File: src/common/l1_axi_pkg.sv
/* Single-beat AXI4 bridge types. AXI ID is fixed at zero and only one
   transaction is ever outstanding, so no ID matching is done anywhere */
package l1_axi_pkg;

    // Bus geometry
    localparam int ADDR_BITS   = 48;
    localparam int LINE_BITS   = 256;             // One L1 line per beat
    localparam int LINE_BYTES  = LINE_BITS / 8;   // 32 strobes
    localparam int AXI_ID_BITS = 1;

    // Stall watchdog, MSB set after 4096 busy cycles
    localparam int WDOG_BITS = 13;

    // AxCACHE codes
    localparam logic [3:0] CACHE_WB_ALLOC = 4'b1111;  // Write-back, read/write allocate
    localparam logic [3:0] CACHE_DEVICE   = 4'b0000;  // Device non-bufferable

    // Error flag inside RRESP/BRESP (SLVERR and DECERR both set it)
    localparam int RESP_SLVERR_BIT = 1;

    localparam logic [1:0] BURST_INCR = 2'b01;

    // Which L1 issued the request, also lands in AxPROT[2]
    typedef enum logic {
        L1_PATH_DATA  = 1'b0,
        L1_PATH_INSTR = 1'b1
    } l1_path_e;

    typedef enum logic [2:0] {
        ST_IDLE = 3'd0,
        ST_AR   = 3'd1,   // Read address out
        ST_R    = 3'd2,   // Waiting for read data
        ST_AW   = 3'd3,   // Write address and data out together
        ST_W    = 3'd4,   // Address taken, data still pending
        ST_B    = 3'd5    // Waiting for write response
    } txn_state_e;

    // Request from an L1 cache, path is overwritten by the arbiter
    typedef struct packed {
        l1_path_e               path;
        logic                   write;
        logic                   cached;
        logic [2:0]             size;    // AxSIZE encoding
        logic [ADDR_BITS-1:0]   addr;
        logic [LINE_BYTES-1:0]  strb;    // Ignored on reads
        logic [LINE_BITS-1:0]   data;    // Ignored on reads
    } l1_req_t;

    // Response strobe back to an L1 cache
    typedef struct packed {
        logic [LINE_BITS-1:0] data;      // Valid for reads only
        logic                 load_fault;
        logic                 store_fault;
    } l1_resp_t;

    // AR and AW share one field layout
    typedef struct packed {
        logic [AXI_ID_BITS-1:0] id;
        logic [ADDR_BITS-1:0]   addr;
        logic [2:0]             size;
        logic [1:0]             burst;
        logic [3:0]             cache;
        logic [2:0]             prot;
    } axi_ax_t;

    // Master to slave
    typedef struct packed {
        logic                  ar_valid;
        axi_ax_t               ar;
        logic                  aw_valid;
        axi_ax_t               aw;
        logic                  w_valid;
        logic                  w_last;
        logic [LINE_BITS-1:0]  w_data;
        logic [LINE_BYTES-1:0] w_strb;
        logic                  r_ready;
        logic                  b_ready;
    } axi_m2s_t;

    // Slave to master
    typedef struct packed {
        logic                 ar_ready;
        logic                 aw_ready;
        logic                 w_ready;
        logic                 r_valid;
        logic                 r_last;
        logic [LINE_BITS-1:0] r_data;
        logic [1:0]           r_resp;
        logic                 b_valid;
        logic [1:0]           b_resp;
    } axi_s2m_t;

endpackage

File: src/axi_master/axi_txn_fsm.sv
/* Single-beat AXI master, one transaction at a time, ID always 0. Writes present AW and W
   together; a slave stall is broken by the watchdog after 4096 cycles with a fault */
`timescale 1ns/1ps

module axi_txn_fsm import l1_axi_pkg::*; (
    input  logic     i_clk,
    input  logic     i_nrst,
    // Granted request
    input  l1_req_t  i_req,
    input  logic     i_req_valid,
    output logic     o_ready,
    // Response strobe, no back-pressure
    output l1_resp_t o_resp,
    output logic     o_resp_valid,
    // AXI master port
    output axi_m2s_t o_axi,
    input  axi_s2m_t i_axi
);

    txn_state_e state;
    txn_state_e state_nxt;

    logic [WDOG_BITS-1:0] wdog;
    logic                 wdog_to;

    logic accept;
    logic r_done;
    logic b_done;

    // Captured request fields
    logic [ADDR_BITS-1:0]  req_addr;
    logic [2:0]            req_size;
    logic [3:0]            req_cache;
    logic [2:0]            req_prot;
    logic [LINE_BITS-1:0]  req_wdata;
    logic [LINE_BYTES-1:0] req_wstrb;

    assign o_ready = (state == ST_IDLE);
    assign accept  = o_ready && i_req_valid;
    assign wdog_to = wdog[WDOG_BITS-1];

    // Single beat, so R last always comes with the only R valid
    assign r_done = (state == ST_R) && ((i_axi.r_valid && i_axi.r_last) || wdog_to);
    assign b_done = (state == ST_B) && (i_axi.b_valid || wdog_to);

    always_comb begin
        state_nxt = state;
        case (state)
            ST_IDLE: begin
                if (i_req_valid) begin
                    state_nxt = i_req.write ? ST_AW : ST_AR;
                end
            end
            ST_AR: begin
                if (i_axi.ar_ready || wdog_to) begin
                    state_nxt = ST_R;
                end
            end
            ST_R: begin
                if (r_done) begin
                    state_nxt = ST_IDLE;
                end
            end
            ST_AW: begin
                if (i_axi.aw_ready || wdog_to) begin
                    // W taken in the same cycle skips straight to B
                    state_nxt = i_axi.w_ready ? ST_B : ST_W;
                end
            end
            ST_W: begin
                if (i_axi.w_ready || wdog_to) begin
                    state_nxt = ST_B;
                end
            end
            ST_B: begin
                if (b_done) begin
                    state_nxt = ST_IDLE;
                end
            end
            default: begin
                state_nxt = ST_IDLE;
            end
        endcase
    end

    always_ff @(posedge i_clk or negedge i_nrst) begin
        if (!i_nrst) begin
            state <= ST_IDLE;
            wdog  <= '0;
        end else begin
            state <= state_nxt;
            if (state == ST_IDLE) begin
                wdog <= '0;
            end else begin
                wdog <= wdog + 1'b1;   // Counts every busy cycle
            end
        end
    end

    always_ff @(posedge i_clk) begin
        if (accept) begin
            req_addr  <= i_req.addr;
            req_size  <= i_req.size;
            req_cache <= i_req.cached ? CACHE_WB_ALLOC : CACHE_DEVICE;
            // Instruction in bit 2, secure and unprivileged below
            req_prot  <= {i_req.path, 2'b00};
            if (i_req.write) begin
                req_wdata <= i_req.data;
                req_wstrb <= i_req.strb;
            end else begin
                req_wdata <= '0;
                req_wstrb <= '0;
            end
        end
    end

    // AXI channel drive, fields only meaningful while the matching valid is up
    always_comb begin
        o_axi          = '0;
        o_axi.ar.burst = BURST_INCR;
        o_axi.aw.burst = BURST_INCR;
        case (state)
            ST_AR: begin
                o_axi.ar_valid = 1'b1;
                o_axi.ar.addr  = req_addr;
                o_axi.ar.size  = req_size;
                o_axi.ar.cache = req_cache;
                o_axi.ar.prot  = req_prot;
            end
            ST_R: begin
                o_axi.r_ready = 1'b1;
            end
            ST_AW: begin
                o_axi.aw_valid = 1'b1;
                o_axi.aw.addr  = req_addr;
                o_axi.aw.size  = req_size;
                o_axi.aw.cache = req_cache;
                o_axi.aw.prot  = req_prot;
                o_axi.w_valid  = 1'b1;        // Lite-style, data with address
                o_axi.w_last   = 1'b1;
                o_axi.w_data   = req_wdata;
                o_axi.w_strb   = req_wstrb;
            end
            ST_W: begin
                o_axi.w_valid = 1'b1;
                o_axi.w_last  = 1'b1;
                o_axi.w_data  = req_wdata;
                o_axi.w_strb  = req_wstrb;
            end
            ST_B: begin
                o_axi.b_ready = 1'b1;
            end
            default: begin
            end
        endcase
    end

    // Response back toward the L1 side
    always_comb begin
        o_resp_valid       = r_done || b_done;
        o_resp.data        = i_axi.r_data;
        o_resp.load_fault  = r_done && (i_axi.r_resp[RESP_SLVERR_BIT] || wdog_to);
        o_resp.store_fault = b_done && (i_axi.b_resp[RESP_SLVERR_BIT] || wdog_to);
    end

    // AR must not drop or move before the slave takes it
    a_ar_hold: assert property (
        @(posedge i_clk) disable iff (!i_nrst)
        (o_axi.ar_valid && !i_axi.ar_ready && !wdog_to)
            |=> (o_axi.ar_valid && $stable(o_axi.ar.addr))
    ) else $error("AR valid dropped or address changed before AR ready");

    a_one_channel: assert property (
        @(posedge i_clk) disable iff (!i_nrst)
        !(o_axi.ar_valid && o_axi.aw_valid)
    ) else $error("AR and AW issued together");

endmodule

File: src/logic/l1_axi_bridge.sv
/* Top of the L1 to AXI4 bridge. IC and DC share one master port and
   only one single-beat transaction is outstanding at any time */
`timescale 1ns/1ps

module l1_axi_bridge import l1_axi_pkg::*; (
    input  logic     i_clk,
    input  logic     i_nrst,
    // Instruction cache
    input  l1_req_t  i_ic_req,
    input  logic     i_ic_req_valid,
    output logic     o_ic_req_ready,
    output l1_resp_t o_ic_resp,
    output logic     o_ic_resp_valid,
    // Data cache
    input  l1_req_t  i_dc_req,
    input  logic     i_dc_req_valid,
    output logic     o_dc_req_ready,
    output l1_resp_t o_dc_resp,
    output logic     o_dc_resp_valid,
    // AXI master
    output axi_m2s_t o_axi,
    input  axi_s2m_t i_axi
);

    l1_req_t  txn_req;
    logic     txn_req_valid;
    logic     txn_ready;
    l1_resp_t txn_resp;
    logic     txn_resp_valid;

    l1_req_arbiter u_arb (
        .i_clk            (i_clk),
        .i_nrst           (i_nrst),
        .i_ic_req         (i_ic_req),
        .i_ic_req_valid   (i_ic_req_valid),
        .o_ic_req_ready   (o_ic_req_ready),
        .o_ic_resp        (o_ic_resp),
        .o_ic_resp_valid  (o_ic_resp_valid),
        .i_dc_req         (i_dc_req),
        .i_dc_req_valid   (i_dc_req_valid),
        .o_dc_req_ready   (o_dc_req_ready),
        .o_dc_resp        (o_dc_resp),
        .o_dc_resp_valid  (o_dc_resp_valid),
        .o_txn_req        (txn_req),
        .o_txn_req_valid  (txn_req_valid),
        .i_txn_ready      (txn_ready),
        .i_txn_resp       (txn_resp),
        .i_txn_resp_valid (txn_resp_valid)
    );

    axi_txn_fsm u_fsm (
        .i_clk        (i_clk),
        .i_nrst       (i_nrst),
        .i_req        (txn_req),
        .i_req_valid  (txn_req_valid),
        .o_ready      (txn_ready),
        .o_resp       (txn_resp),
        .o_resp_valid (txn_resp_valid),
        .o_axi        (o_axi),
        .i_axi        (i_axi)
    );

endmodule

File: src/logic/l1_req_arbiter.sv
/* Two-port round robin in front of a single-transaction machine. Grant is
   combinational; responses are steered to whichever port owns the open transaction */
`timescale 1ns/1ps

module l1_req_arbiter import l1_axi_pkg::*; (
    input  logic     i_clk,
    input  logic     i_nrst,
    // Instruction cache port
    input  l1_req_t  i_ic_req,
    input  logic     i_ic_req_valid,
    output logic     o_ic_req_ready,
    output l1_resp_t o_ic_resp,
    output logic     o_ic_resp_valid,
    // Data cache port
    input  l1_req_t  i_dc_req,
    input  logic     i_dc_req_valid,
    output logic     o_dc_req_ready,
    output l1_resp_t o_dc_resp,
    output logic     o_dc_resp_valid,
    // Toward the transaction machine
    output l1_req_t  o_txn_req,
    output logic     o_txn_req_valid,
    input  logic     i_txn_ready,
    input  l1_resp_t i_txn_resp,
    input  logic     i_txn_resp_valid
);

    l1_path_e last_path;    // Last winner, also owner while owner_valid
    logic     owner_valid;
    logic     sel_ic;
    logic     accept;

    // IC wins only if DC is absent or DC went last
    assign sel_ic = i_ic_req_valid && (!i_dc_req_valid || last_path == L1_PATH_DATA);

    assign o_txn_req_valid = i_ic_req_valid || i_dc_req_valid;
    assign accept          = o_txn_req_valid && i_txn_ready;

    // Loser sees ready low, an idle port sees it high
    assign o_ic_req_ready = i_txn_ready && (sel_ic || !i_dc_req_valid);
    assign o_dc_req_ready = i_txn_ready && !sel_ic;

    always_comb begin
        if (sel_ic) begin
            o_txn_req      = i_ic_req;
            o_txn_req.path = L1_PATH_INSTR;
        end else begin
            o_txn_req      = i_dc_req;
            o_txn_req.path = L1_PATH_DATA;
        end
    end

    always_ff @(posedge i_clk or negedge i_nrst) begin
        if (!i_nrst) begin
            last_path   <= L1_PATH_INSTR;   // So DC wins the first tie
            owner_valid <= 1'b0;
        end else begin
            if (accept) begin
                last_path   <= sel_ic ? L1_PATH_INSTR : L1_PATH_DATA;
                owner_valid <= 1'b1;
            end else if (i_txn_resp_valid) begin
                owner_valid <= 1'b0;
            end
        end
    end

    // Data fans out to both, only the strobe is steered
    assign o_ic_resp = i_txn_resp;
    assign o_dc_resp = i_txn_resp;

    assign o_ic_resp_valid = i_txn_resp_valid && owner_valid && (last_path == L1_PATH_INSTR);
    assign o_dc_resp_valid = i_txn_resp_valid && owner_valid && (last_path == L1_PATH_DATA);

    // Machine must not answer a transaction this arbiter never handed over
    a_resp_has_owner: assert property (
        @(posedge i_clk) disable iff (!i_nrst)
        i_txn_resp_valid |-> owner_valid
    ) else $error("response strobe with no owning port");

endmodule

File: config.mk
export PLATFORM = sky130hd
export DESIGN_NAME = l1_axi_bridge
export DESIGN_NICKNAME = d
export VERILOG_FILES = /design/src/common/l1_axi_pkg.sv /design/src/axi_master/axi_txn_fsm.sv /design/src/logic/l1_axi_bridge.sv /design/src/logic/l1_req_arbiter.sv
export SDC_FILE = /design/constraint.sdc
export NUM_CORES = 1
export LEC_CHECK = 0
export ABC_AREA = 1
export ABC_CLOCK_PERIOD_IN_PS = 17800
export BUFFER_PORTS_ARGS = -buffer_cell sky130_fd_sc_hd__buf_2
export CAP_MARGIN = 5
export CORE_AREA = 2 2 741 743
export DETAILED_ROUTE_END_ITERATION = 8
export DIE_AREA = 0 0 743 745
export PLACE_DENSITY_LB_ADDON = 0.12
export SYNTH_ARGS = -nofsm -noshare
export SYNTH_HDL_FRONTEND = slang
export SYNTH_SLANG_ARGS = --single-unit
File: constraint.sdc
create_clock -name i_clk -period 17.8 [get_ports i_clk]
set_input_delay 0.89 -clock i_clk [delete_from_list [all_inputs] [get_ports i_clk]]
set_output_delay 0.89 -clock i_clk [all_outputs]
set_load 0.05 [all_outputs]
# Word level (Yosys, flattened, before mapping)
# Index checks and enable logic that the tools add are counted.
[op_classes]
eq_ne = 11
add_sub_neg = 1
mux = 24
n_bitwise = 1
n_reduce_logical = 29
[ops]
columns = ["cell", "n"]
rows = [
  ["342-bit 2-to-1 mux", 1],
  ["290-bit 2-to-1 mux", 1],
  ["51-bit 2-to-1 mux", 2],
  ["3-bit 2-to-1 mux", 6],
  ["3-bit case mux with 6 select lines", 1],
  ["7-bit 2-to-1 mux", 2],
  ["13-bit by 1-bit adder with 13-bit output (second input constant)", 1],
  ["13-bit 2-to-1 mux", 1],
  ["1-bit logical AND", 12],
  ["2-bit by 1-bit inequality test with 1-bit output (second input constant)", 6],
  ["1-bit logical OR", 11],
  ["1-bit 2-to-1 mux", 8],
  ["3-bit by 2-bit == test with 1-bit output (second input constant)", 2],
  ["3-bit == test (second input constant)", 2],
  ["6-bit AND reduction", 1],
  ["4-bit 2-to-1 mux", 1],
  ["3-bit by 1-bit == test with 1-bit output (second input constant)", 1],
  ["3-bit logical NOT", 1],
  ["1-bit logical NOT", 2],
  ["2-bit 2-to-1 mux", 1],
  ["2-bit nonzero test", 1],
  ["2-bit OR reduction", 1],
  ["1-bit NOT", 1],
]
[word_totals]
reg_bits = 362
wordCells = 76
output_inout_bits = 936

# Logic depth before layout (Yosys ltp)
[logic_depth]
word_depth = 7
ltp_mapped = 9
ltp_nobuf = 8

# By module
# Synthesis repeated with hierarchy kept, for this count alone.
[hier_totals]
cells_unflattened = 3789
hier_area_um2 = 27522.6
[by_module_without_submodules]
columns = ["mod", "n_inst", "area_per_inst_um2", "cells_each"]
rows = [
  ["axi_txn_fsm", 1, 19184.6, 2154],
  ["l1_req_arbiter", 1, 8338.0, 1635],
]

# Worst setup path before layout
# No wires, ideal clock.
[synth_path]
path_type = "input to register"
from = "in i_dc_req_valid"
to = "reg u_arb.last_path"
path_buffers = 0
required_time_ps = 17254
setup_ps = 546
cell_stages = 3
arrival_ps = 15606
setup_slack_ps = 1649
cell_sequence = "nor2_1 > nor2_1 > o21ai_0"
[synth_between]
word_cells_on_any_way = 6
classes_between = "mux (1); reduce/logical (5)"
[synth_rtl]
columns = ["item", "line_no", "source"]
rows = [
  ["start: declaration", "l1_axi_bridge.sv:16", "input logic i_dc_req_valid,"],
  ["1-bit logical OR", "l1_req_arbiter.sv:36", "assign o_txn_req_valid = i_ic_req_valid || i_dc_req_valid;"],
  ["1-bit logical AND", "l1_req_arbiter.sv:37", "assign accept = o_txn_req_valid && i_txn_ready;"],
  ["named net u_arb.accept", "l1_req_arbiter.sv:31", "logic accept;"],
  ["end signal: assignment", "l1_req_arbiter.sv:59", "last_path <= sel_ic ? L1_PATH_INSTR : L1_PATH_DATA;"],
  ["end: declaration", "l1_req_arbiter.sv:28", "l1_path_e last_path;"],
]
# The timed path passes the listed nets, and every way through them passes these cells.
# A chain may end at the register's enable or synchronous reset.

==> impl_metrics.csv <==
group,metric,value,unit
worst_setup_path,critical_path.endpoint_type,"output port",
power,peak_vdd_ir,0.0919,mV
logic_synthesis,synth_seq_cells,359,
worst_setup_path,critical_path.reg2reg.endpoint,"u_fsm.req_wstrb[0]",
clock_network,clk-insertion-delay-late,0.77,ns
floorplanning,dieWidth,743,um
cells_and_area,drive_above_1_share,0.302,
clock_network,clock_sinks,359,
detailed_routing,postRouteWirelength,282000,um
timing,timing.fmax,170,MHz
place,numPortBuffers,1107,
power,cell_leakage_power,0.0184,uW
timing,timing.final.hold_violations,0,
outcome,status,"completed",
detailed_routing,routed_via_density,2.09,
floorplanning,core-area,546000,um^2
worst_setup_path,crit_chain,"inv_2, nand3_4, nand2_1, inv_8, buf_4, buf_4, buf_4, nor2_1, buf_2",
place,detailed_place_hpwl,245000,um
detailed_routing,routed-via-count,23800,
global_routing,grt_antenna_before_repair,44,
logic_synthesis,mappedNetlistArea,25000,um^2
clock_network,cts-buffers-inserted,71,
logic_synthesis,synth_area_per_cell,7.10,um^2
global_routing,grt_first_pass_wirelength,334000,um
logic_synthesis,synth_edf_count,341,
worst_setup_path,worstSetupPathType,"register to output port",
detailed_routing,drc,0,
worst_setup_path,reg2reg_slack,13.36,ns
timing,period_needed,5.89,ns
clock_network,cts_resized,0,
worst_setup_path,cp_slowest_stage_delay,0.72,ns
cells_and_area,area_growth_syn_to_layout,49.1,%
global_routing,grt_overflow,0,
cells_and_area,num-nets-final,5016,
worst_setup_path,crit_top_cell,"buf_4",
floorplanning,initial_utilization,0.0458,
logic_synthesis,syn_inst,3526,
clock_network,cts_h_tree_depth,3,
worst_setup_path,cp.buffers_inverters,6,
place,finalWeightedCongestion,0.770,
logic_synthesis,synth-async-reset-ratio,0.0501,
logic_synthesis,post_synth_num_cell_types,24,
timing,max-slew-margin-rel,0.0812,
floorplanning,die_y,745,um
detailed_routing,antenna_violating_nets_post_route,0,
clock_network,clock_tree_from_tritoncts,"yes",
worst_setup_path,arrival,5.00,ns
timing,timing.final.max_slew_violations,0,
worst_setup_path,worstReg2RegStart,"u_arb.last_path",
timing,setup_tns,0,ns
detailed_routing,drt_first_pass_iters,5,
worst_setup_path,critPathLaunchType,"register",
logic_synthesis,yosysWarnings,0,
detailed_routing,drt-wirelength-per-cell,24.7,um
timing,setup-violations-final,0,
clock_network,cts_root_buffer,"clkbuf_16",
worst_setup_path,worst_path_dominant_cell_family,"buffers and inverters",
detailed_routing,first_iter_violations,1379,
clock_network,post_cts.repair.setup_buffers,0,
power,power_density,146,nW/um^2
worst_setup_path,slowest_stage,"buf_4",
job,cap_viol_max_count,0,
timing,clock-skew-final,0.0528,ns
clock_network,max-clock-path-buffers,4,
worst_setup_path,reg2regPathDepth,11,
floorplanning,row_count,272,
floorplanning,fp.dieArea,554000,um^2
cells_and_area,final_core_util,0.0683,
timing,tightest_slew,1.37,ns
worst_setup_path,worst-path-max-fanout,64,
worst_setup_path,timing.critical_path.required,16.91,ns
global_routing,grt_pass1_vias,24700,
clock_network,holdBufCountCts,0,
clock_network,path_clk_slew,0.05,ns
logic_synthesis,ys_seq_area_frac,0.427,
timing,setup_repair_after_global_routing_missed_its_margin,"false",
global_routing,largest_net_degree_at_the_start_of_global_routing,128,
timing,ratio_of_final_minimum_period_to_clock_period,0.331,
floorplanning,design.portCount,1890,
global_routing,grt_util_all_layers,0.0967,
logic_synthesis,ys.flop_type,"edfxtp_1",
cells_and_area,layout.filler_cells,64900,
min_path,worst_hold_path_type,"primary input to asynchronous set/reset pin",
## synthesized netlist by cell type, types with 2 or more instances
| cell | number | area share |
|---|---|---|
| buf_4 | 534 | 0.16 |
| xor2_1 | 4 | 0.0014 |
| buf_2 | 81 | 0.016 |
| edfxtp_1 | 341 | 0.41 |
| clkbuf_1 | 25 | 0.0037 |
| buf_6 | 34 | 0.015 |
| conb_1 | 2 | 0.00030 |
| nor2_1 | 434 | 0.065 |
| inv_2 | 3 | 0.00045 |
| a21oi_1 | 6 | 0.0012 |
| nor2_2 | 2 | 0.00050 |
| inv_1 | 651 | 0.098 |
| nand2_1 | 1351 | 0.20 |
| o21ai_0 | 4 | 0.00080 |
| buf_1 | 8 | 0.0012 |
| nand3_1 | 19 | 0.0038 |
| nor3_1 | 4 | 0.00080 |
| dfrtp_1 | 17 | 0.017 |
## logic make-up (layout without fill, tap and decap cells)
logic type / Yosys count / after routing / synth area share
and+or+nand+nor: 1813 / 1813 / 0.274
other: 2 / 44 / 0.000300
DFF: 359 / 359 / 0.427
AOI/OAI and AO/OA: 11 / 11 / 0.00235
adders and majority gates: 1 / 1 / 0.000500
xor gates and xnor gates: 4 / 4 / 0.00140
buffers and inverters: 1336 / 1910 / 0.295
## final cells by class
type	instances	area, um^2	area share
Clock buffer	88	1860	0.0499
Tap cell	7261	9080	0.243
Multi-Input combinational cell	1839	7040	0.189
Sequential cell	359	10700	0.287
Antenna cell	34	85.1	0.00228
Timing Repair Buffer	1136	5800	0.155
Clock inverter	32	284	0.00761
Inverter	654	2470	0.0662
## stage by stage
| step | instance area, um^2 | total power (uW) | hold WS, ns | setup slack, ns | std cells |
|---|---|---|---|---|---|
| 2_1_floorplan | 25100 | 3530 | 0.476 | 1.65 | 3534 |
| 3_3_place_gp | 35100 | 4310 | 0.510 | 12.40 | 11200 |
| 3_5_place_dp | 35100 | 4300 | 0.513 | 12.39 | 11200 |
| 4_1_cts | 37200 | 5750 | 0.0329 | 11.49 | 11400 |
| 5_1_grt | 37300 | 5850 | 0.0925 | 11.34 | 11400 |
| 6_report | 37300 | 5460 | 0.133 | 11.91 | 11400 |
## worst register-to-register path, cell delays in order, from the launching register on
cell and delay [ns]:
dfstp_2 0.41, nand2_1 0.19, nand2_8 0.19, buf_4 0.27, inv_8 0.16, buf_4 0.60, buf_4 0.77, buf_4 0.81
nand2_1 0.62, nand2_1 0.19, nand2_1 0.07, inv_1 0.07
## layout by cell type, fill, tap and decap left out, drive strengths merged, types with 4 or more instances in the layout
cell type / count
nand2: 1352
conb: 10
edfxtp: 341
xor2: 4
clkinv: 24
a21oi: 6
nand3: 19
inv: 657
clkbuf: 88
nor2: 436
bufinv: 5
o21ai: 4
dfrtp: 17
nor3: 4
diode: 34
buf: 1136
## how the worst max path moves through the flow
stage                         startpoint              end  slack [ns]  cells after the start
after floorplan           i_dc_req_valid  u_arb.last_path        1.65                      3
after global placement    u_fsm.state[2]        o_axi[31]       12.40                      9
after detailed placement  u_fsm.state[2]        o_axi[43]       12.39                      9
after CTS                 u_fsm.state[2]        o_axi[43]       11.49                      9
after global routing      u_fsm.state[2]        o_axi[43]       11.34                      9
final                     u_fsm.state[2]        o_axi[27]       11.91                      9
## report_power, final
group / leakage, uW / total (uW) / switching, uW / internal [uW]
registers: 0.00352 / 1440 / 125 / 1310
clock network: 0.00106 / 1350 / 547 / 807
logic: 0.0138 / 2670 / 2220 / 443
## metal layers
layer / GRT usage / wire [um] / up-vias
li1: - / - / 10800
met1: 0.0691 / 71300 / 11100
met2: 0.192 / 155000 / 1677
met3: 0.0706 / 44300 / 297
met4: 0.0305 / 10300 / 14
met5: 0.00424 / 392 / -
## flip-flops by register name, indices dropped and copies added (netlist names)
signal             flops
u_fsm.req_addr        48
u_fsm.wdog            13
u_arb.last_path        1
u_arb.owner_valid      1
u_fsm.req_wdata      256
u_fsm.req_wstrb       32
u_fsm.req_size         3
u_fsm.req_prot         1
u_fsm.req_cache        1
u_fsm.state            3
Power figures use the tool's default switching activity.
